==> src/verilog/pixwb_pkg.sv <==
// Shared widths, constants and types for the pixel write-back pipeline.
// RTL and testbench refer to these by scoped names (pixwb_pkg::name).
// Pixel addresses count 16-bit units, word addresses count 64-bit words.

package pixwb_pkg;

	// Destination pixel address width, in 16-bit units.
	localparam int PIX_ADR_W = 24;

	// Four RGB565 pixels fit in one 64-bit memory word.
	localparam int PIX_PER_WORD = 4;

	// Word address drops the lane bits of the pixel address.
	localparam int WORD_ADR_W = PIX_ADR_W - $clog2(PIX_PER_WORD);

	// Entries in the output FIFO.
	localparam int FIFO_DEPTH = 8;

	// RGB565 colour. Red 15:11, green 10:5, blue 4:0.
	typedef logic [15:0] color_t;

	typedef logic [PIX_ADR_W-1:0] pix_adr_t;

	typedef logic [WORD_ADR_W-1:0] word_adr_t;

	// Brightness 0..63, where 63 leaves the colour unchanged.
	typedef logic [5:0] bright_t;

	// Byte enables, two per pixel lane.
	typedef logic [7:0] sel_t;

	typedef logic [63:0] word_t;

	// Burst assembler states.
	typedef enum logic [1:0] {
		EMPTY,
		FILLING,
		SENDING,
		FLUSH_WAIT
	} asm_state_t;

endpackage

==> src/verilog/pixel_decay.sv <==
// Decay stage of the pixel write-back pipeline.
// Scales each RGB565 pixel by a programmable brightness and drops pixels
// that match the chroma key. One output register with stb/ack on both sides.

`timescale 1ns/1ps

module pixel_decay (
	input  logic               sys_clk,
	input  logic               sys_rst,

	input  pixwb_pkg::bright_t brightness_i,
	input  logic               chroma_key_en_i,
	input  pixwb_pkg::color_t  chroma_key_i,

	input  logic               pix_stb_i,
	output logic               pix_ack_o,
	input  pixwb_pkg::color_t  pix_color_i,
	input  pixwb_pkg::pix_adr_t pix_adr_i,

	output logic               out_stb_o,
	input  logic               out_ack_i,
	output pixwb_pkg::color_t  out_color_o,
	output pixwb_pkg::pix_adr_t out_adr_o,

	output logic               busy_o
);

	logic [6:0] scale;
	logic [10:0] r_prod;
	logic [11:0] g_prod;
	logic [10:0] b_prod;
	pixwb_pkg::color_t decayed;
	logic keyed;
	logic accept;

	// Multiply by brightness+1, then drop six bits.
	assign scale = {1'b0, brightness_i} + 7'd1;
	assign r_prod = pix_color_i[15:11] * scale;
	assign g_prod = pix_color_i[10:5] * scale;
	assign b_prod = pix_color_i[4:0] * scale;
	assign decayed = {r_prod[10:6], g_prod[11:6], b_prod[10:6]};

	// Key compares the colour before scaling.
	assign keyed = chroma_key_en_i && (pix_color_i == chroma_key_i);

	// Room when the register is empty or being drained.
	assign pix_ack_o = ~out_stb_o | out_ack_i;
	assign accept = pix_stb_i & pix_ack_o;

	always_ff @(posedge sys_clk) begin
		if (sys_rst) begin
			out_stb_o <= 1'b0;
		end else if (accept && !keyed) begin
			out_stb_o <= 1'b1;
		end else if (out_ack_i) begin
			out_stb_o <= 1'b0;
		end
	end

	always_ff @(posedge sys_clk) begin
		if (accept && !keyed) begin
			out_color_o <= decayed;
			out_adr_o <= pix_adr_i;
		end
	end

	assign busy_o = out_stb_o;

	// A stalled pixel holds its data until taken.
	a_out_stable: assert property (
		@(posedge sys_clk) disable iff (sys_rst)
		out_stb_o && !out_ack_i |=>
			out_stb_o && $stable(out_color_o) && $stable(out_adr_o)
	);

endmodule

==> src/verilog/pixel_fifo.sv <==
// Output FIFO between the decay stage and the burst assembler.
// Circular buffer of colour and address pairs with stb/ack on both sides.
// Data written is visible at the output on the following cycle.

`timescale 1ns/1ps

module pixel_fifo (
	input  logic                sys_clk,
	input  logic                sys_rst,

	input  logic                in_stb_i,
	output logic                in_ack_o,
	input  pixwb_pkg::color_t   in_color_i,
	input  pixwb_pkg::pix_adr_t in_adr_i,

	output logic                out_stb_o,
	input  logic                out_ack_i,
	output pixwb_pkg::color_t   out_color_o,
	output pixwb_pkg::pix_adr_t out_adr_o,

	output logic                empty_o
);

	pixwb_pkg::color_t color_mem [pixwb_pkg::FIFO_DEPTH];
	pixwb_pkg::pix_adr_t adr_mem [pixwb_pkg::FIFO_DEPTH];

	logic [$clog2(pixwb_pkg::FIFO_DEPTH)-1:0] wr_ptr;
	logic [$clog2(pixwb_pkg::FIFO_DEPTH)-1:0] rd_ptr;
	logic [$clog2(pixwb_pkg::FIFO_DEPTH):0] count;
	logic wr_en;
	logic rd_en;

	assign in_ack_o = (count != pixwb_pkg::FIFO_DEPTH);
	assign out_stb_o = (count != 0);
	assign empty_o = (count == 0);

	assign wr_en = in_stb_i & in_ack_o;
	assign rd_en = out_stb_o & out_ack_i;

	assign out_color_o = color_mem[rd_ptr];
	assign out_adr_o = adr_mem[rd_ptr];

	always_ff @(posedge sys_clk) begin
		if (wr_en) begin
			color_mem[wr_ptr] <= in_color_i;
			adr_mem[wr_ptr] <= in_adr_i;
		end
	end

	always_ff @(posedge sys_clk) begin
		if (sys_rst) begin
			wr_ptr <= '0;
			rd_ptr <= '0;
			count <= '0;
		end else begin
			if (wr_en) begin
				if (wr_ptr == pixwb_pkg::FIFO_DEPTH - 1)
					wr_ptr <= '0;
				else
					wr_ptr <= wr_ptr + 1'b1;
			end
			if (rd_en) begin
				if (rd_ptr == pixwb_pkg::FIFO_DEPTH - 1)
					rd_ptr <= '0;
				else
					rd_ptr <= rd_ptr + 1'b1;
			end
			case ({wr_en, rd_en})
				2'b10: count <= count + 1'b1;
				2'b01: count <= count - 1'b1;
				default: count <= count;
			endcase
		end
	end

	// An underflow would wrap the count above the depth.
	a_count_bound: assert property (
		@(posedge sys_clk) disable iff (sys_rst)
		count <= pixwb_pkg::FIFO_DEPTH
	);

	// Pointer distance agrees with the fill level.
	a_ptr_count: assert property (
		@(posedge sys_clk) disable iff (sys_rst)
		wr_ptr - rd_ptr == count[$clog2(pixwb_pkg::FIFO_DEPTH)-1:0]
	);

endmodule

==> src/verilog/burst_assembler.sv <==
// Burst assembler at the end of the pixel write-back pipeline.
// Merges pixels of the same 64-bit word into one write with byte enables.
// A flush writes out a partial word once the decay stage and FIFO are idle.

`timescale 1ns/1ps

module burst_assembler (
	input  logic                 sys_clk,
	input  logic                 sys_rst,

	input  logic                 flush_i,
	input  logic                 decay_busy_i,
	input  logic                 fifo_empty_i,

	input  logic                 pix_stb_i,
	output logic                 pix_ack_o,
	input  pixwb_pkg::color_t    pix_color_i,
	input  pixwb_pkg::pix_adr_t  pix_adr_i,

	output logic                 burst_stb_o,
	input  logic                 burst_ack_i,
	output pixwb_pkg::word_adr_t burst_adr_o,
	output pixwb_pkg::sel_t      burst_sel_o,
	output pixwb_pkg::word_t     burst_dat_o,

	output logic                 busy_o
);

	pixwb_pkg::asm_state_t state;
	pixwb_pkg::asm_state_t next_state;

	pixwb_pkg::word_adr_t word_adr_q;
	pixwb_pkg::sel_t sel_q;
	pixwb_pkg::word_t dat_q;
	logic flush_pending_q;

	pixwb_pkg::word_adr_t pix_word;
	logic [$clog2(pixwb_pkg::PIX_PER_WORD)-1:0] pix_lane;
	pixwb_pkg::sel_t merged_sel;
	pixwb_pkg::word_t merged_dat;
	logic can_accept;
	logic hit;
	logic accept;
	logic upstream_idle;
	logic flush_done;

	assign pix_word = pix_adr_i[pixwb_pkg::PIX_ADR_W-1:$clog2(pixwb_pkg::PIX_PER_WORD)];
	assign pix_lane = pix_adr_i[$clog2(pixwb_pkg::PIX_PER_WORD)-1:0];

	// Nothing held counts as a hit, so the pixel opens a new word.
	assign hit = (sel_q == '0) || (pix_word == word_adr_q);
	assign can_accept = (state == pixwb_pkg::EMPTY) || (state == pixwb_pkg::FILLING)
		|| (state == pixwb_pkg::FLUSH_WAIT);
	assign pix_ack_o = can_accept & hit;
	assign accept = pix_stb_i & pix_ack_o;

	assign upstream_idle = !decay_busy_i && fifo_empty_i;

	// Later pixel in a lane overwrites the earlier one.
	always_comb begin
		merged_dat = (sel_q == '0) ? '0 : dat_q;
		merged_dat[16*pix_lane +: 16] = pix_color_i;
		merged_sel = sel_q | (8'b11 << (2*pix_lane));
	end

	always_comb begin
		next_state = state;
		flush_done = 1'b0;
		case (state)
			pixwb_pkg::EMPTY, pixwb_pkg::FILLING: begin
				if (pix_stb_i && !hit)
					next_state = pixwb_pkg::SENDING;
				else if (flush_i || flush_pending_q)
					next_state = pixwb_pkg::FLUSH_WAIT;
				else if (accept)
					next_state = pixwb_pkg::FILLING;
			end
			pixwb_pkg::FLUSH_WAIT: begin
				if (pix_stb_i && !hit) begin
					next_state = pixwb_pkg::SENDING;
				end else if (upstream_idle && !accept) begin
					flush_done = 1'b1;
					if (sel_q != '0)
						next_state = pixwb_pkg::SENDING;
					else
						next_state = pixwb_pkg::EMPTY;
				end
			end
			pixwb_pkg::SENDING: begin
				if (burst_ack_i) begin
					if (flush_i || flush_pending_q)
						next_state = pixwb_pkg::FLUSH_WAIT;
					else
						next_state = pixwb_pkg::EMPTY;
				end
			end
			default: next_state = pixwb_pkg::EMPTY;
		endcase
	end

	always_ff @(posedge sys_clk) begin
		if (sys_rst) begin
			state <= pixwb_pkg::EMPTY;
			sel_q <= '0;
			flush_pending_q <= 1'b0;
		end else begin
			state <= next_state;
			if (flush_i)
				flush_pending_q <= 1'b1;
			else if (flush_done)
				flush_pending_q <= 1'b0;
			if (accept)
				sel_q <= merged_sel;
			else if (burst_stb_o && burst_ack_i)
				sel_q <= '0;
		end
	end

	always_ff @(posedge sys_clk) begin
		if (accept) begin
			word_adr_q <= pix_word;
			dat_q <= merged_dat;
		end
	end

	assign burst_stb_o = (state == pixwb_pkg::SENDING);
	assign burst_adr_o = word_adr_q;
	assign burst_sel_o = sel_q;
	assign burst_dat_o = dat_q;

	assign busy_o = (state != pixwb_pkg::EMPTY) || flush_pending_q || flush_i
		|| !upstream_idle;

	a_burst_stable: assert property (
		@(posedge sys_clk) disable iff (sys_rst)
		burst_stb_o && !burst_ack_i |=> burst_stb_o && $stable(burst_adr_o)
			&& $stable(burst_sel_o) && $stable(burst_dat_o)
	);

	// Every write carries at least one pixel lane.
	a_sel_nonzero: assert property (
		@(posedge sys_clk) disable iff (sys_rst)
		burst_stb_o |-> burst_sel_o != '0
	);

endmodule

==> src/verilog/pixel_writeback.sv <==
// Top level of the pixel write-back pipeline.
// Decay stage, output FIFO and burst assembler in a chain of stb/ack links.
// Writes leave as 64-bit words with byte enables on the burst port.

`timescale 1ns/1ps

module pixel_writeback (
	input  logic                 sys_clk,
	input  logic                 sys_rst,

	input  pixwb_pkg::bright_t   brightness_i,
	input  logic                 chroma_key_en_i,
	input  pixwb_pkg::color_t    chroma_key_i,
	input  logic                 flush_i,

	input  logic                 pix_stb_i,
	output logic                 pix_ack_o,
	input  pixwb_pkg::color_t    pix_color_i,
	input  pixwb_pkg::pix_adr_t  pix_adr_i,

	output logic                 burst_stb_o,
	input  logic                 burst_ack_i,
	output pixwb_pkg::word_adr_t burst_adr_o,
	output pixwb_pkg::sel_t      burst_sel_o,
	output pixwb_pkg::word_t     burst_dat_o,

	output logic                 busy_o
);

	// Decay to FIFO.
	logic decay_stb;
	logic decay_ack;
	pixwb_pkg::color_t decay_color;
	pixwb_pkg::pix_adr_t decay_adr;
	logic decay_busy;

	// FIFO to assembler.
	logic fifo_stb;
	logic fifo_ack;
	pixwb_pkg::color_t fifo_color;
	pixwb_pkg::pix_adr_t fifo_adr;
	logic fifo_empty;

	pixel_decay decay_i (
		.sys_clk(sys_clk),
		.sys_rst(sys_rst),
		.brightness_i(brightness_i),
		.chroma_key_en_i(chroma_key_en_i),
		.chroma_key_i(chroma_key_i),
		.pix_stb_i(pix_stb_i),
		.pix_ack_o(pix_ack_o),
		.pix_color_i(pix_color_i),
		.pix_adr_i(pix_adr_i),
		.out_stb_o(decay_stb),
		.out_ack_i(decay_ack),
		.out_color_o(decay_color),
		.out_adr_o(decay_adr),
		.busy_o(decay_busy)
	);

	pixel_fifo fifo_i (
		.sys_clk(sys_clk),
		.sys_rst(sys_rst),
		.in_stb_i(decay_stb),
		.in_ack_o(decay_ack),
		.in_color_i(decay_color),
		.in_adr_i(decay_adr),
		.out_stb_o(fifo_stb),
		.out_ack_i(fifo_ack),
		.out_color_o(fifo_color),
		.out_adr_o(fifo_adr),
		.empty_o(fifo_empty)
	);

	burst_assembler burst_i (
		.sys_clk(sys_clk),
		.sys_rst(sys_rst),
		.flush_i(flush_i),
		.decay_busy_i(decay_busy),
		.fifo_empty_i(fifo_empty),
		.pix_stb_i(fifo_stb),
		.pix_ack_o(fifo_ack),
		.pix_color_i(fifo_color),
		.pix_adr_i(fifo_adr),
		.burst_stb_o(burst_stb_o),
		.burst_ack_i(burst_ack_i),
		.burst_adr_o(burst_adr_o),
		.burst_sel_o(burst_sel_o),
		.burst_dat_o(burst_dat_o),
		.busy_o(busy_o)
	);

endmodule

==> config.mk <==
export PLATFORM = sky130hd
export DESIGN_NAME = pixel_writeback
export DESIGN_NICKNAME = d
export VERILOG_FILES = /design/src/verilog/pixwb_pkg.sv /design/src/verilog/pixel_decay.sv /design/src/verilog/pixel_fifo.sv /design/src/verilog/burst_assembler.sv /design/src/verilog/pixel_writeback.sv
export SDC_FILE = /design/constraint.sdc
export NUM_CORES = 1
export LEC_CHECK = 0
export BUFFER_PORTS_ARGS = -buffer_cell sky130_fd_sc_hd__buf_2
export CAP_MARGIN = 0
export CORE_UTILIZATION = 60
export CTS_CLUSTER_SIZE = 28
export DETAILED_ROUTE_END_ITERATION = 6
export GPL_TIMING_DRIVEN = 0
export PLACE_DENSITY = 0.8
export REMOVE_ABC_BUFFERS = 1
export SLEW_MARGIN = 20
export SYNTH_ARGS = -nofsm -noshare
export SYNTH_HDL_FRONTEND = slang
export SYNTH_HIERARCHICAL = 1
export SYNTH_SLANG_ARGS = --single-unit
==> constraint.sdc <==
create_clock -name sys_clk -period 5.86 [get_ports sys_clk]
set_input_delay 1.172 -clock sys_clk [delete_from_list [all_inputs] [get_ports sys_clk]]
set_output_delay 1.172 -clock sys_clk [all_outputs]
set_load 0.005 [all_outputs]
Word level (Yosys, flattened, before mapping) --
Memory sizes are Yosys's and may differ from the RTL's. A register that Yosys moved wholly into a read port is not among the register bits. Index checks and enable logic that the tools add are counted.
Operators by class: muxes and demuxes 29, $add $sub $neg 6, multipliers 3, reductions and logical operators 30, magnitude comparators 0, shift operators 3, equality and inequality tests 13, bitwise gates (word level) 7, div/mod/pow operators 0
Operator list (count):
- $bwmux 64 | 1
- $mux 64 | 1
- $shift 16x34->64 const A | 1
- $shiftx 16x34->64 | 1
- $neg 6->34 | 1
- $eq 22x22->1 | 1
- $mul 5x7->11 | 2
- $mux 3 | 6
- $eq 16x16->1 | 1
- $mux 2 | 8
- $mux 8 | 2
- $mul 6x7->12 | 1
- $reduce_bool 2->1 | 5
- $mux 1 | 9
- $logic_not 8->1 | 1
- $or 8x8->8 | 1
- $pmux 4 s2 | 1
- $reduce_bool 8->1 | 1
- $shl 2x3->8 const A | 1
- $add 6x1->7 const B | 1
- $logic_or 1x1->1 | 7
- $add 3x1->3 const B | 2
- $eq 2x2->1 const B | 3
- $eq 3x3->1 const B | 2
- 18 further kinds | 31
Storage, ports and cells: word-level logic and storage cells 104, flip-flop bits (word level) 148, output and inout bits 97, input bits 68, memories kept 2, memory bits (writable) 320, bits in latches 0, ROM bits 0
Memory list:
- fifo_i.adr_mem | words 8, width 24, rd ports 1, clocked after memory_dff 1, wr ports 1, line pixel_fifo.sv:25 | pixwb_pkg::pix_adr_t adr_mem [pixwb_pkg::FIFO_DEPTH];
- fifo_i.color_mem | words 8, width 16, rd ports 1, clocked after memory_dff 1, wr ports 1, line pixel_fifo.sv:24 | pixwb_pkg::color_t color_mem [pixwb_pkg::FIFO_DEPTH];

Logic depth before layout (Yosys ltp) --
Gate-level depths: netlist (run 1).
depth in word-level cells 12, mapped depth 19, depth with buffers taken out 16

Hierarchy --
Netlist (run 1), hierarchy kept.
Modules (own cells, without submodules):
- pixel_fifo | cells each 541, sequential area each 9869.5 um^2, area each 12973.7 um^2, times used 1
- pixel_decay | cells each 425, sequential area each 1221.2 um^2, area each 4544.4 um^2, times used 1
- burst_assembler | cells each 274, sequential area each 2802.7 um^2, area each 3966.3 um^2, times used 1

Worst setup path before layout (run 1) --
OpenSTA, ideal clock, no wires.
path type input-to-reg, from input brightness_i[0], to register decay_i.out_color_o[10] (data pin), arrival 4.918 ns, data required time 5.600 ns, slack 0.682 ns, library setup time 0.260 ns, cell stages on the path 16, cell sequence ha_1 > nand3_1 > xor2_1 > clkbuf_1 > nor2b_1 > fa_1 > fa_1 > inv_1 > fa_1 > inv_1 > ha_1 > a21o_1 > a31o_1 > a21o_1 > a31o_1 > xnor2_1
Between the ends: longest elaborated chain between the ends 2
RTL lines:
- start, declared | line pixel_writeback.sv:11 | input pixwb_pkg::bright_t brightness_i,
- $add 6x1->7 | line pixel_decay.sv:37 | assign scale = {1'b0, brightness_i} + 7'd1;
- $mul 6x7->12 | line pixel_decay.sv:39 | assign g_prod = pix_color_i[10:5] * scale;
- via decay_i.g_prod[11] | line pixel_decay.sv:30 | logic [11:0] g_prod;
- end signal, assigned | line pixel_decay.sv:62 | out_color_o <= decayed;
- end, declared | line pixel_decay.sv:22 | output pixwb_pkg::color_t out_color_o,
The timed path passes the listed nets, and every way through them passes these cells. A chain may end at the register's enable or synchronous reset.

==> results of run 1 <==
[tightest hold or removal path: stages (launching register included)]
cell and delay, ns:
dfxtp_1 0.31, nand2_1 0.05, a21oi_1 0.07
[logic make-up after synthesis]
kind of cell,count (synthesis),synth area share (%)
buffers and inverters,114,2.504
adders and majority gates,108,7.862
and+or+nand+nor,289,8.072
xor gates and xnor gates,69,2.813
AOI/OAI and AO/OA,66,2.260
DFF,471,64.67
muxes,123,11.82
[Yosys cell counts (10+ instances only)]
library cell,count
nor2_1,19
a21oi_1,19
edfxtp_1,446
nand2_1,46
dfxtp_1,25
mux4_1,68
mux2_2,42
xnor2_1,54
inv_1,72
mux4_2,12
nor2b_1,29
nand4_1,10
fa_1,45
and2_1,110
nand2b_1,11
xor2_1,15
clkbuf_1,24
ha_1,63
[power groups by stage]
stage	registers, mW	logic [mW]	clock network (mW)
2_1_floorplan	4.90	1.65	0
3_3_place_gp	4.97	2.50	0
3_5_place_dp	4.92	2.78	0
4_1_cts	4.86	2.81	2.85
5_1_grt	4.90	3.08	2.98
6_report	4.84	2.80	2.82
[layer usage]
layer | part of all wire [%] | track usage [%] | wire (µm) | vias to the layer above
met5 | 0.023 | 0 | 10 | -
met4 | 2.4 | 6.899 | 1046 | 2
met3 | 5.9 | 3.268 | 2588 | 83
met2 | 52 | 43.55 | 22650 | 423
met1 | 40 | 31.91 | 17520 | 5848
li1 | - | - | - | 5133
[cell type report]
| class | instances | area, µm² |
|---|---|---|
| Sequential cell | 471 | 13900 |
| Multi-Input combinational cell | 655 | 7196 |
| Inverter | 72 | 270.3 |
| Fill cell | 2104 | 10150 |
| Clock inverter | 20 | 230.2 |
| Timing Repair Buffer | 210 | 1360 |
| Clock buffer | 61 | 1207 |
| Tap cell | 455 | 569.3 |
[per-stage QoR]
| step | instances | cell area, µm² | hold WS, ns | util (%) | worst slack, ns |
|---|---|---|---|---|---|
| global route | 1944 | 24740 | 0.4913 | 70.91 | 0.2147 |
| floorplan | 1198 | 21220 | 0.4467 | - | -0.1841 |
| finish | 1944 | 24740 | 0.4700 | 70.91 | 0.4931 |
| global placement | 1817 | 22610 | 0.4527 | 64.81 | -3.243 |
| detailed placement | 1862 | 23270 | 0.4601 | 66.71 | -0.1699 |
| CTS | 1943 | 24710 | 0.4725 | 70.84 | 0.2956 |
[state kept, by name, summed over array words and instances (netlist names), named ones only]
register / count
fifo_i/adr_mem: 192
fifo_i/color_mem: 128
burst_i/burst_dat_o: 64
decay_i/out_adr_o: 24
burst_i/burst_adr_o: 22
decay_i/out_color_o: 16
burst_i/burst_sel_o: 8
fifo_i/count: 4
fifo_i/rd_ptr: 3
fifo_i/wr_ptr: 3
burst_i/state: 2
burst_i/flush_pending_q: 1
decay_i/busy_o: 1
[repair_timing]
action                                  4_1_cts  5_1_grt
setup buffers                                 0        1
endpoints found under the setup margin        0        1
hold buffers                                  0        0
[final timing paths]
check	to	slack (ns)
hold reg to reg	flip-flop	0.47
setup / recovery	fifo_i/count[3]$_SDFFE_PP0P_	0.49
hold / removal	flip-flop	0.47
setup reg to reg	fifo_i/count[3]$_SDFFE_PP0P_	0.49
==> run summary, run 1 <==
Status - complete, no violations
CTS max path bufs - 3
P&R area growth vs syn - 15.14%
DRC Markers - 0
Comb power frac - 26.8%
Setup Skew - 0.03126 ns
I/O Buffers - 164
Wire per inst - 22.54 µm
Initial antenna violation count - 1
CP max stage cell - nor2_1
Hold path depth - 2
Largest net degree at the start of global routing - 49
Synth Instances - 1240
Fmax - 186.3 MHz
Commonest non-fill, non-tap cell in the layout - edfxtp_1
Clock Sinks - 471
DR vias - 11.49k
Crit. End Element - flip-flop
Largest cells by area after synthesis - edfxtp_1 62%, mux4_1 8.3%, fa_1 4.2%, ha_1 3.7%, and2_1 3.2%
Crit-path most repeated cell - mux2_2
Final hold vios - 0
Starting Density - 61.59%
HP Class - reg2reg
Top cell type's share of synthesized area - 62.34%
Flop pwr share - 46.3%
TritonCTS buffer count - 46
Total Power - 10.46 mW
First-pass GRT wire length - 67020 µm
Leak - 9.179 nW
Yosys reg bits - 471
Critical path peak fanout - 43
Worst-Skew Late Latency - 0.56 ns
NumNets Final - 1632
CP cell instances - buf_16 > mux4_1 > mux2_2 > xnor2_1 > nand4_1 > nor2_1 > a21oi_2 > nor2_1 > nand2_2 > inv_1 > ha_1 > nand2_1 > mux2_2 > o41ai_1 > mux2_2
Slew HR - 36.95%
Diode count - 0
Die W - 191.2 µm
Ys async rst share - 0%
Detail Placement HPWL - 28430 µm
# IOs - 165
CP required - 6.30 ns
Die ar. - 36570 µm²
CP arrival - 5.81 ns
Max_cap viols - 0
Worst Setup Start Kind - flip-flop
Power share of the clock group - 26.9%
Seq/Total Area, Yosys - 64.67%
Minimum clock period - 5.367 ns
Top delay family on crit path - multiplexers
Sw Pwr - 3.162 mW
Switching Share - 30.21%
Layout cells sized above 1 - 25.05%
Detailed Routing Iterations Pass 1 - 5
Synth warn - 6
Total GRT Usage - 24.58%
Core ar. - 34880 µm²
Peak VDD IR - 393.6 µV
Die extent in y - 191.2 µm
RSZ-0062 raised after global routing - false
CP peak stage delay - 0.63 ns
CP Class - reg2reg
Number of global-route vias before repair - 11.71k
WL final - 43820 µm
Internal power - 7.303 mW
Measured slew at the worst slew-check pin - 0.9457 ns
Root Buffer - clkbuf_16
Most frequent cells in the layout - 446 x edfxtp_1, 169 x buf_2, 110 x and2_1
Clock transition at path regs - 0.06 ns
Buffers & Inverters on Critical Path - 2
Critical path depth - 15
Hold_sp - fifo_i/rd_ptr[2]$_SDFFE_PP0N_
Drt via density - 5.910
Max-slew violations - 0
Final worst-path cycle share - 91.59%
Placer congestion estimate - 0.7675
H-tree depth - 2
Grt ovf - 0
Post-route setup TNS - 0 ns
Rows - 68
Number of nets with antenna violations after routing - 0
Pwr/cell area - 423.0 nW/µm²
Mean cell area of the mapped netlist - 17.33 µm²
Main synth FF type - edfxtp_1
CTS tree - built
CTS resizes - 0
DR iter-0 viols - 729
Synth cell types - 69
Cell taking the most area after synthesis - edfxtp_1
Cell area after synthesis - 21480 µm²
Number of flops mapped to enable cells by yosys - 446
Reg2reg path depth - 15
Final setup fails - 0
No activity file was read; power rests on OpenSTA's default activity.
==> inputs of run 2 (changes only) <==
Settings changed: REMOVE_ABC_BUFFERS 1 to unset.
==> run 2 against run 1 <==
Net effect: flip-flop and latch count unchanged; critical path type unchanged; sequential power shrank 1%; first-iteration DRC count up 19%; largest power group unchanged.
==> run summary, run 2 (synthesized netlist as in run 1, its figures left out) <==
Max_cap viols - 0 (unchanged)
Worst slack, placed - -0.1595 ns (was -0.1699 ns)
DRC Markers - 0 (unchanged)
Starting Density - 61.59% (unchanged)
CP Class - reg2reg (unchanged)
Final hold vios - 0 (unchanged)
Hold-fix buffers, CTS - 0 (unchanged)
Total Power - 10.49 mW (was 10.46 mW)
# IOs - 165 (unchanged)
DR iter-0 viols - 866 (was 729)
Layout cells sized above 1 - 24.98% (was 25.05%)
Fillers - 2153 (was 2104)
Clock transition at path regs - 0.06 ns (about the same)
Hold_ws - 0.4708 ns (was 0.4700 ns)
I/O Buffers - 163 (was 164)
Peak VDD IR - 460.8 µV (was 393.6 µV)
Syn nets - 1416
Setup Skew - 0.02300 ns (was 0.03126 ns)
CP max stage cell - clkbuf_1 (was nor2_1)
WL final - 44030 µm (was 43820 µm)
Worst-Skew Late Latency - 0.56 ns (about the same)
Final worst-path cycle share - 94.74% (was 91.59%)
Final setup fails - 0 (unchanged)
Number of nets with antenna violations after routing - 0 (unchanged)
CTS max path bufs - 3 (unchanged)
Detail Placement HPWL - 30490 µm (was 28430 µm)
Most flops, register - fifo_i/adr_mem (unchanged)
Crit-path most repeated cell - mux2_2 (unchanged)
H-tree depth - 2 (unchanged)
Max FFs per register - 192 (unchanged)
CTS resizes - 0 (unchanged)
Die W - 191.2 µm (unchanged)
HP Class - reg2reg (unchanged)
Critical path peak fanout - 10 (was 43)
Status - complete, no violations (unchanged)
Pwr/cell area - 422.3 nW/µm² (was 423.0 nW/µm²)
Setup WS post-layout - 0.3080 ns (was 0.4931 ns)
First-pass GRT wire length - 67370 µm (was 67020 µm)
Max-slew violations - 0 (unchanged)
CTS tree - built (unchanged)
Die extent in y - 191.2 µm (unchanged)
Wire per inst - 22.24 µm (was 22.54 µm)
Worst Setup Start Kind - flip-flop (unchanged)
Detailed Routing Iterations Pass 1 - 5 (unchanged)
Number of global-route vias before repair - 11.85k (was 11.71k)
Area occupied by multi-input gates - 7142 µm² (was 7196 µm²)
Core ar. - 34880 µm² (unchanged)
CP peak stage delay - 0.61 ns (was 0.63 ns)
Clock Sinks - 471 (unchanged)
CP cell instances - clkbuf_1 > clkbuf_1 > mux4_1 > mux2_2 > xnor2_1 > nand4_1 > nor4_4 > a21oi_2 > buf_6 > nor2_1 > nand2_2 > inv_1 > ha_1 > nand2_1 > mux2_2 > o41ai_1 > mux2_2 (was buf_16 > mux4_1 > mux2_2 > xnor2_1 > nand4_1 > nor2_1 > a21oi_2 > nor2_1 > nand2_2 > inv_1 > ha_1 > nand2_1 > mux2_2 > o41ai_1 > mux2_2)
NumNets Final - 1666 (was 1632)
TritonCTS buffer count - 46 (unchanged)
Largest net degree at the start of global routing - 23 (was 49)
Rows - 68 (unchanged)
Post-route setup TNS - 0 ns (unchanged)
P&R area growth vs syn - 15.67% (was 15.14%)
CP required - 6.30 ns (about the same)
Initial antenna violation count - 1 (unchanged)
Measured slew at the worst slew-check pin - 1.128 ns (was 0.9457 ns)
Drt via density - 5.842 (was 5.910)
Diode count - 0 (unchanged)
Minimum clock period - 5.552 ns (was 5.367 ns)
Most frequent cells in the layout - 446 x edfxtp_1, 172 x buf_2, 110 x and2_1 (was 446 x edfxtp_1, 169 x buf_2, 110 x and2_1)
Fmax - 180.1 MHz (was 186.3 MHz)
RSZ-0062 raised after global routing - false (unchanged)
CP arrival - 5.99 ns (was 5.81 ns)
Sequential Area - 13890 µm² (was 13900 µm²)
DR vias - 11.57k (was 11.49k)
Total GRT Usage - 24.86% (was 24.58%)
Slew HR - 23.97% (was 36.95%)
Root Buffer - clkbuf_16 (unchanged)
Die ar. - 36570 µm² (unchanged)
Grt ovf - 0 (unchanged)
Leak - 9.261 nW (was 9.179 nW)
Placer congestion estimate - 0.8487 (was 0.7675)
Commonest non-fill, non-tap cell in the layout - edfxtp_1 (unchanged)
Crit. End Element - flip-flop (unchanged)
Setup Fix Bufs, Post-CTS - 0 (unchanged)
## run 2: changes by cell type in the layout (fill, tap and decap cells not counted), sizes merged
cell    before  now
clkbuf      61   82
buf        210  219
clkinv      13   19
bufinv       4    3
inv         73   74
## run 2: path summary, 6_finish.rpt
kind | from | end | slack (ns) | cells after the start
worst max-delay path | flip-flop | fifo_i/count[3]$_SDFFE_PP0P_ | 0.31 | 17
worst min-delay path | burst_i/burst_sel_o[5]$_SDFFE_PP0P_ | burst_i/burst_sel_o[5]$_SDFFE_PP0P_ | 0.47 | 2
worst max register to register | flip-flop | fifo_i/count[3]$_SDFFE_PP0P_ | 0.31 | 17
worst min register to register | burst_i/burst_sel_o[5]$_SDFFE_PP0P_ | burst_i/burst_sel_o[5]$_SDFFE_PP0P_ | 0.47 | 2
## run 2: where the power goes
part / switching, mW / internal (mW)
Sequential: 0.288 / 4.50
Combinational: 1.72 / 1.19
Clock: 1.19 / 1.61
## run 2: through the flow
step | std cells | cell area [µm²] | util (%)
after global placement | 1858 | 22870 | 65.56
after CTS | 1980 | 24850 | 71.24
after detailed placement | 1897 | 23420 | 67.12
final | 1980 | 24850 | 71.24
after global routing | 1980 | 24850 | 71.24
after floorplan | 1240 | 21480 | -
## run 2: layer usage
metal / share of wire (%) / up-vias / global-route usage (%) / wire length (µm)
met2: 50 / 416 / 41.82 / 21940
li1: - / 5223 / - / -
met3: 5.3 / 72 / 2.937 / 2353
met5: 0 / - / 0 / 0
met1: 43 / 5856 / 34.25 / 18720
met4: 2.3 / 0 / 7.784 / 1011
## run 2: area by class of cell
class / instances / share of cell area (%)
flip-flops and latches: 471 / 55.91
multi-input cells: 655 / 28.74
clock buffers: 57 / 4.884
plain buffers: 42 / 1.077
well taps: 455 / 2.291
repair buffers: 202 / 5.120
clock inverters: 26 / 0.8962
inverters: 72 / 1.088
## run 2: worst max-delay path, delay by kind of cell, from the launching register on
family	cells	cell delay (ns)
AOI/OAI and AO/OA	2	0.56
xor gates and xnor gates	1	0.29
adders and majority gates	1	0.26
buffers and inverters	4	1.25
DFF	1	0.31
muxes	4	1.39
and+or+nand+nor	5	1.35
==> inputs of run 3 (changes only) <==
Settings changed: ABC_AREA set to 0, BUFFER_PORTS_ARGS -buffer_cell sky130_fd_sc_hd__buf_2 to -buffer_cell sky130_fd_sc_hd__buf_4.
==> run 3 against run 2 <==
Net effect: non-clock buffer count rose by 2; via count about the same; flip-flop and latch count is the same; global-route usage is 0.12 points higher; cell area grew 2.3%; setup slack worse by 0.097 ns; maximum frequency is 1.7% lower; power grew 4.5%; first-iteration DRC count rose by 3.5%; hold slack improved by 0.0068 ns; critical endpoint unchanged; largest cell class unchanged; largest power group unchanged.
==> run summary, run 3 (synthesized netlist as in run 1, its figures left out) <==
Status - complete, no violations (unchanged)
Max FFs per register - 192 (unchanged)
Power share of the clock group - 27.9% (was 26.7%)
Grt ovf - 0 (unchanged)
Final setup fails - 0 (unchanged)
CP arrival - 6.11 ns (was 5.99 ns)
CP Class - reg2reg (unchanged)
H-tree depth - 2 (unchanged)
Top delay family on crit path - simple AND/OR/NAND/NOR gates (was multiplexers)
Setup Fix Bufs, Post-CTS - 0 (unchanged)
I/O Buffers - 163 (unchanged)
Number of global-route vias before repair - 11.69k (was 11.85k)
Most frequent cells in the layout - 446 x edfxtp_1, 188 x buf_4, 110 x and2_1 (was 446 x edfxtp_1, 172 x buf_2, 110 x and2_1)
Minimum clock period - 5.649 ns (was 5.552 ns)
Root Buffer - clkbuf_16 (unchanged)
Initial antenna violation count - 0 (was 1)
Largest net degree at the start of global routing - 23 (unchanged)
Most flops, register - fifo_i/adr_mem (unchanged)
CP max stage cell - clkbuf_1 (unchanged)
DRC Markers - 0 (unchanged)
Worst Setup Start Kind - flip-flop (unchanged)
CTS tree - built (unchanged)
Layout cells sized above 1 - 25.61% (was 24.98%)
Measured slew at the worst slew-check pin - 1.043 ns (was 1.128 ns)
Drt via density - 5.834 (was 5.842)
NumNets Final - 1668 (was 1666)
TritonCTS buffer count - 46 (unchanged)
Fillers - 2019 (was 2153)
Leak - 9.474 nW (was 9.261 nW)
Pwr/cell area - 431.3 nW/µm² (was 422.3 nW/µm²)
Starting Density - 61.59% (unchanged)
Total GRT Usage - 24.98% (was 24.86%)
Crit. End Element - flip-flop (unchanged)
CTS max path bufs - 3 (unchanged)
CP cell instances - clkbuf_1 > clkbuf_1 > mux4_1 > mux2_2 > xnor2_1 > nand4_1 > nor4_4 > a21oi_2 > buf_6 > nor2_1 > nand2_2 > inv_1 > ha_1 > clkbuf_1 > nor4b_1 > a41oi_1 > o41ai_1 > mux2_2 (was clkbuf_1 > clkbuf_1 > mux4_1 > mux2_2 > xnor2_1 > nand4_1 > nor4_4 > a21oi_2 > buf_6 > nor2_1 > nand2_2 > inv_1 > ha_1 > nand2_1 > mux2_2 > o41ai_1 > mux2_2)
Flop pwr share - 43.9% (was 45.6%)
CTS resizes - 0 (unchanged)
Sw Pwr - 3.318 mW (was 3.197 mW)
Syn nets - 1416 (unchanged)
Setup Skew - 0.04789 ns (was 0.02300 ns)
Placer congestion estimate - 0.8510 (was 0.8487)
Critical path peak fanout - 10 (unchanged)
Final hold vios - 0 (unchanged)
Switching Share - 30.26% (was 30.47%)
WL final - 44510 µm (was 44030 µm)
Slew HR - 29.71% (was 23.97%)
Clock transition at path regs - 0.06 ns (about the same)
DR iter-0 viols - 896 (was 866)
DR vias - 11.56k (was 11.57k)
Final worst-path cycle share - 96.40% (was 94.74%)
Wire per inst - 22.45 µm (was 22.24 µm)
Worst-Skew Late Latency - 0.58 ns (was 0.56 ns)
Commonest non-fill, non-tap cell in the layout - edfxtp_1 (unchanged)
Die extent in y - 191.2 µm (unchanged)
First-pass GRT wire length - 67790 µm (was 67370 µm)
P&R area growth vs syn - 18.34% (was 15.67%)
HP Class - reg2reg (unchanged)
Hold-fix buffers, CTS - 0 (unchanged)
Peak VDD IR - 440.4 µV (was 460.8 µV)
Post-route setup TNS - 0 ns (unchanged)
Die W - 191.2 µm (unchanged)
Number of nets with antenna violations after routing - 0 (unchanged)
# IOs - 165 (unchanged)
Crit-path most repeated cell - clkbuf_1 (was mux2_2)
Internal power - 7.647 mW (was 7.297 mW)
CP peak stage delay - 0.61 ns (about the same)
Max_cap viols - 0 (unchanged)
Design area - 25420 µm² (was 24850 µm²)
Detailed Routing Iterations Pass 1 - 5 (unchanged)
Clock Sinks - 471 (unchanged)
CP required - 6.32 ns (was 6.30 ns)
Comb power frac - 28.2% (was 27.7%)
Die ar. - 36570 µm² (unchanged)
Max-slew violations - 0 (unchanged)
RSZ-0062 raised after global routing - false (unchanged)
Core ar. - 34880 µm² (unchanged)
Buffers & Inverters on Critical Path - 5 (was 4)
Dpl cell area - 23830 µm² (was 23420 µm²)
Detail Placement HPWL - 29700 µm (was 30490 µm)
Diode count - 0 (unchanged)
Rows - 68 (unchanged)
Fmax - 177.0 MHz (was 180.1 MHz)
run 3: cell types whose count changed in the layout (fill, tap and decap cells not counted), moves of 2 or more:
cell       change
buf_2        -162
clkinv_4       +3
buf_4        +166
clkbuf_1       -6
buf_6          -2
clkinv_1       -2
clkinv_8       +2
bufinv_16      +4
run 3: layout make-up:
type / count / area (µm²) / share of cell area [%]
sequential: 471 / 13890 / 54.65
clock buffer: 50 / 1166 / 4.587
tap: 455 / 569.3 / 2.239
clock inverter: 33 / 430.4 / 1.693
inverter: 72 / 270.3 / 1.063
timing repair buffer: 204 / 1685 / 6.629
multi-input combinational: 655 / 7142 / 28.09
buffer: 42 / 267.8 / 1.053
run 3: path summary, 6_finish.rpt:
check                                                          from                                   to  slack [ns]  cells after the start
worst max-delay path                                      flip-flop         fifo_i/count[3]$_SDFFE_PP0P_        0.21                     18
worst min-delay path            burst_i/burst_sel_o[3]$_SDFFE_PP0P_  burst_i/burst_sel_o[3]$_SDFFE_PP0P_        0.48                      2
worst max register to register                            flip-flop         fifo_i/count[3]$_SDFFE_PP0P_        0.21                     18
worst min register to register  burst_i/burst_sel_o[3]$_SDFFE_PP0P_  burst_i/burst_sel_o[3]$_SDFFE_PP0P_        0.48                      2
run 3: power by group through the flow:
stage / clock, mW / combinational [mW] / sequential [mW]
after floorplan: 0 / 1.79 / 4.83
after global placement: 0 / 2.89 / 4.87
after detailed placement: 0 / 3.07 / 4.87
after CTS: 3.10 / 3.11 / 4.81
after global routing: 3.23 / 3.37 / 4.86
final: 3.06 / 3.10 / 4.81
run 3: worst register-to-register path: stages (launching register included):
cell and delay [ns]:
dfxtp_1 0.30, clkbuf_1 0.37, clkbuf_1 0.61, mux4_1 0.40
mux2_2 0.30, xnor2_1 0.30, nand4_1 0.24, nor4_4 0.59
a21oi_2 0.17, buf_6 0.19, nor2_1 0.29, nand2_2 0.14
inv_1 0.11, ha_1 0.22, clkbuf_1 0.20, nor4b_1 0.49
a41oi_1 0.12, o41ai_1 0.14, mux2_2 0.40
run 3: metrics by stage:
step / utilization, % / power [mW] / cells / hold WS (ns) / worst slack [ns]
after floorplan: - / 6.615 / 1240 / 0.4541 / 0.6817
after global placement: 66.73 / 7.753 / 1858 / 0.4556 / -3.214
after detailed placement: 68.31 / 7.939 / 1899 / 0.4663 / -0.08756
after CTS: 72.88 / 11.02 / 1982 / 0.4782 / 0.3284
after global routing: 72.88 / 11.45 / 1982 / 0.4923 / 0.02613
final: 72.88 / 10.96 / 1982 / 0.4777 / 0.2108
run 3: routing by layer:
| metal | up-vias | GRT usage [%] | wire (µm) |
|---|---|---|---|
| met5 | - | 0 | 0 |
| met4 | 0 | 6.746 | 825 |
| met3 | 70 | 3.727 | 2971 |
| met2 | 502 | 41.62 | 22000 |
| met1 | 5795 | 34.70 | 18710 |
| li1 | 5195 | - | - |
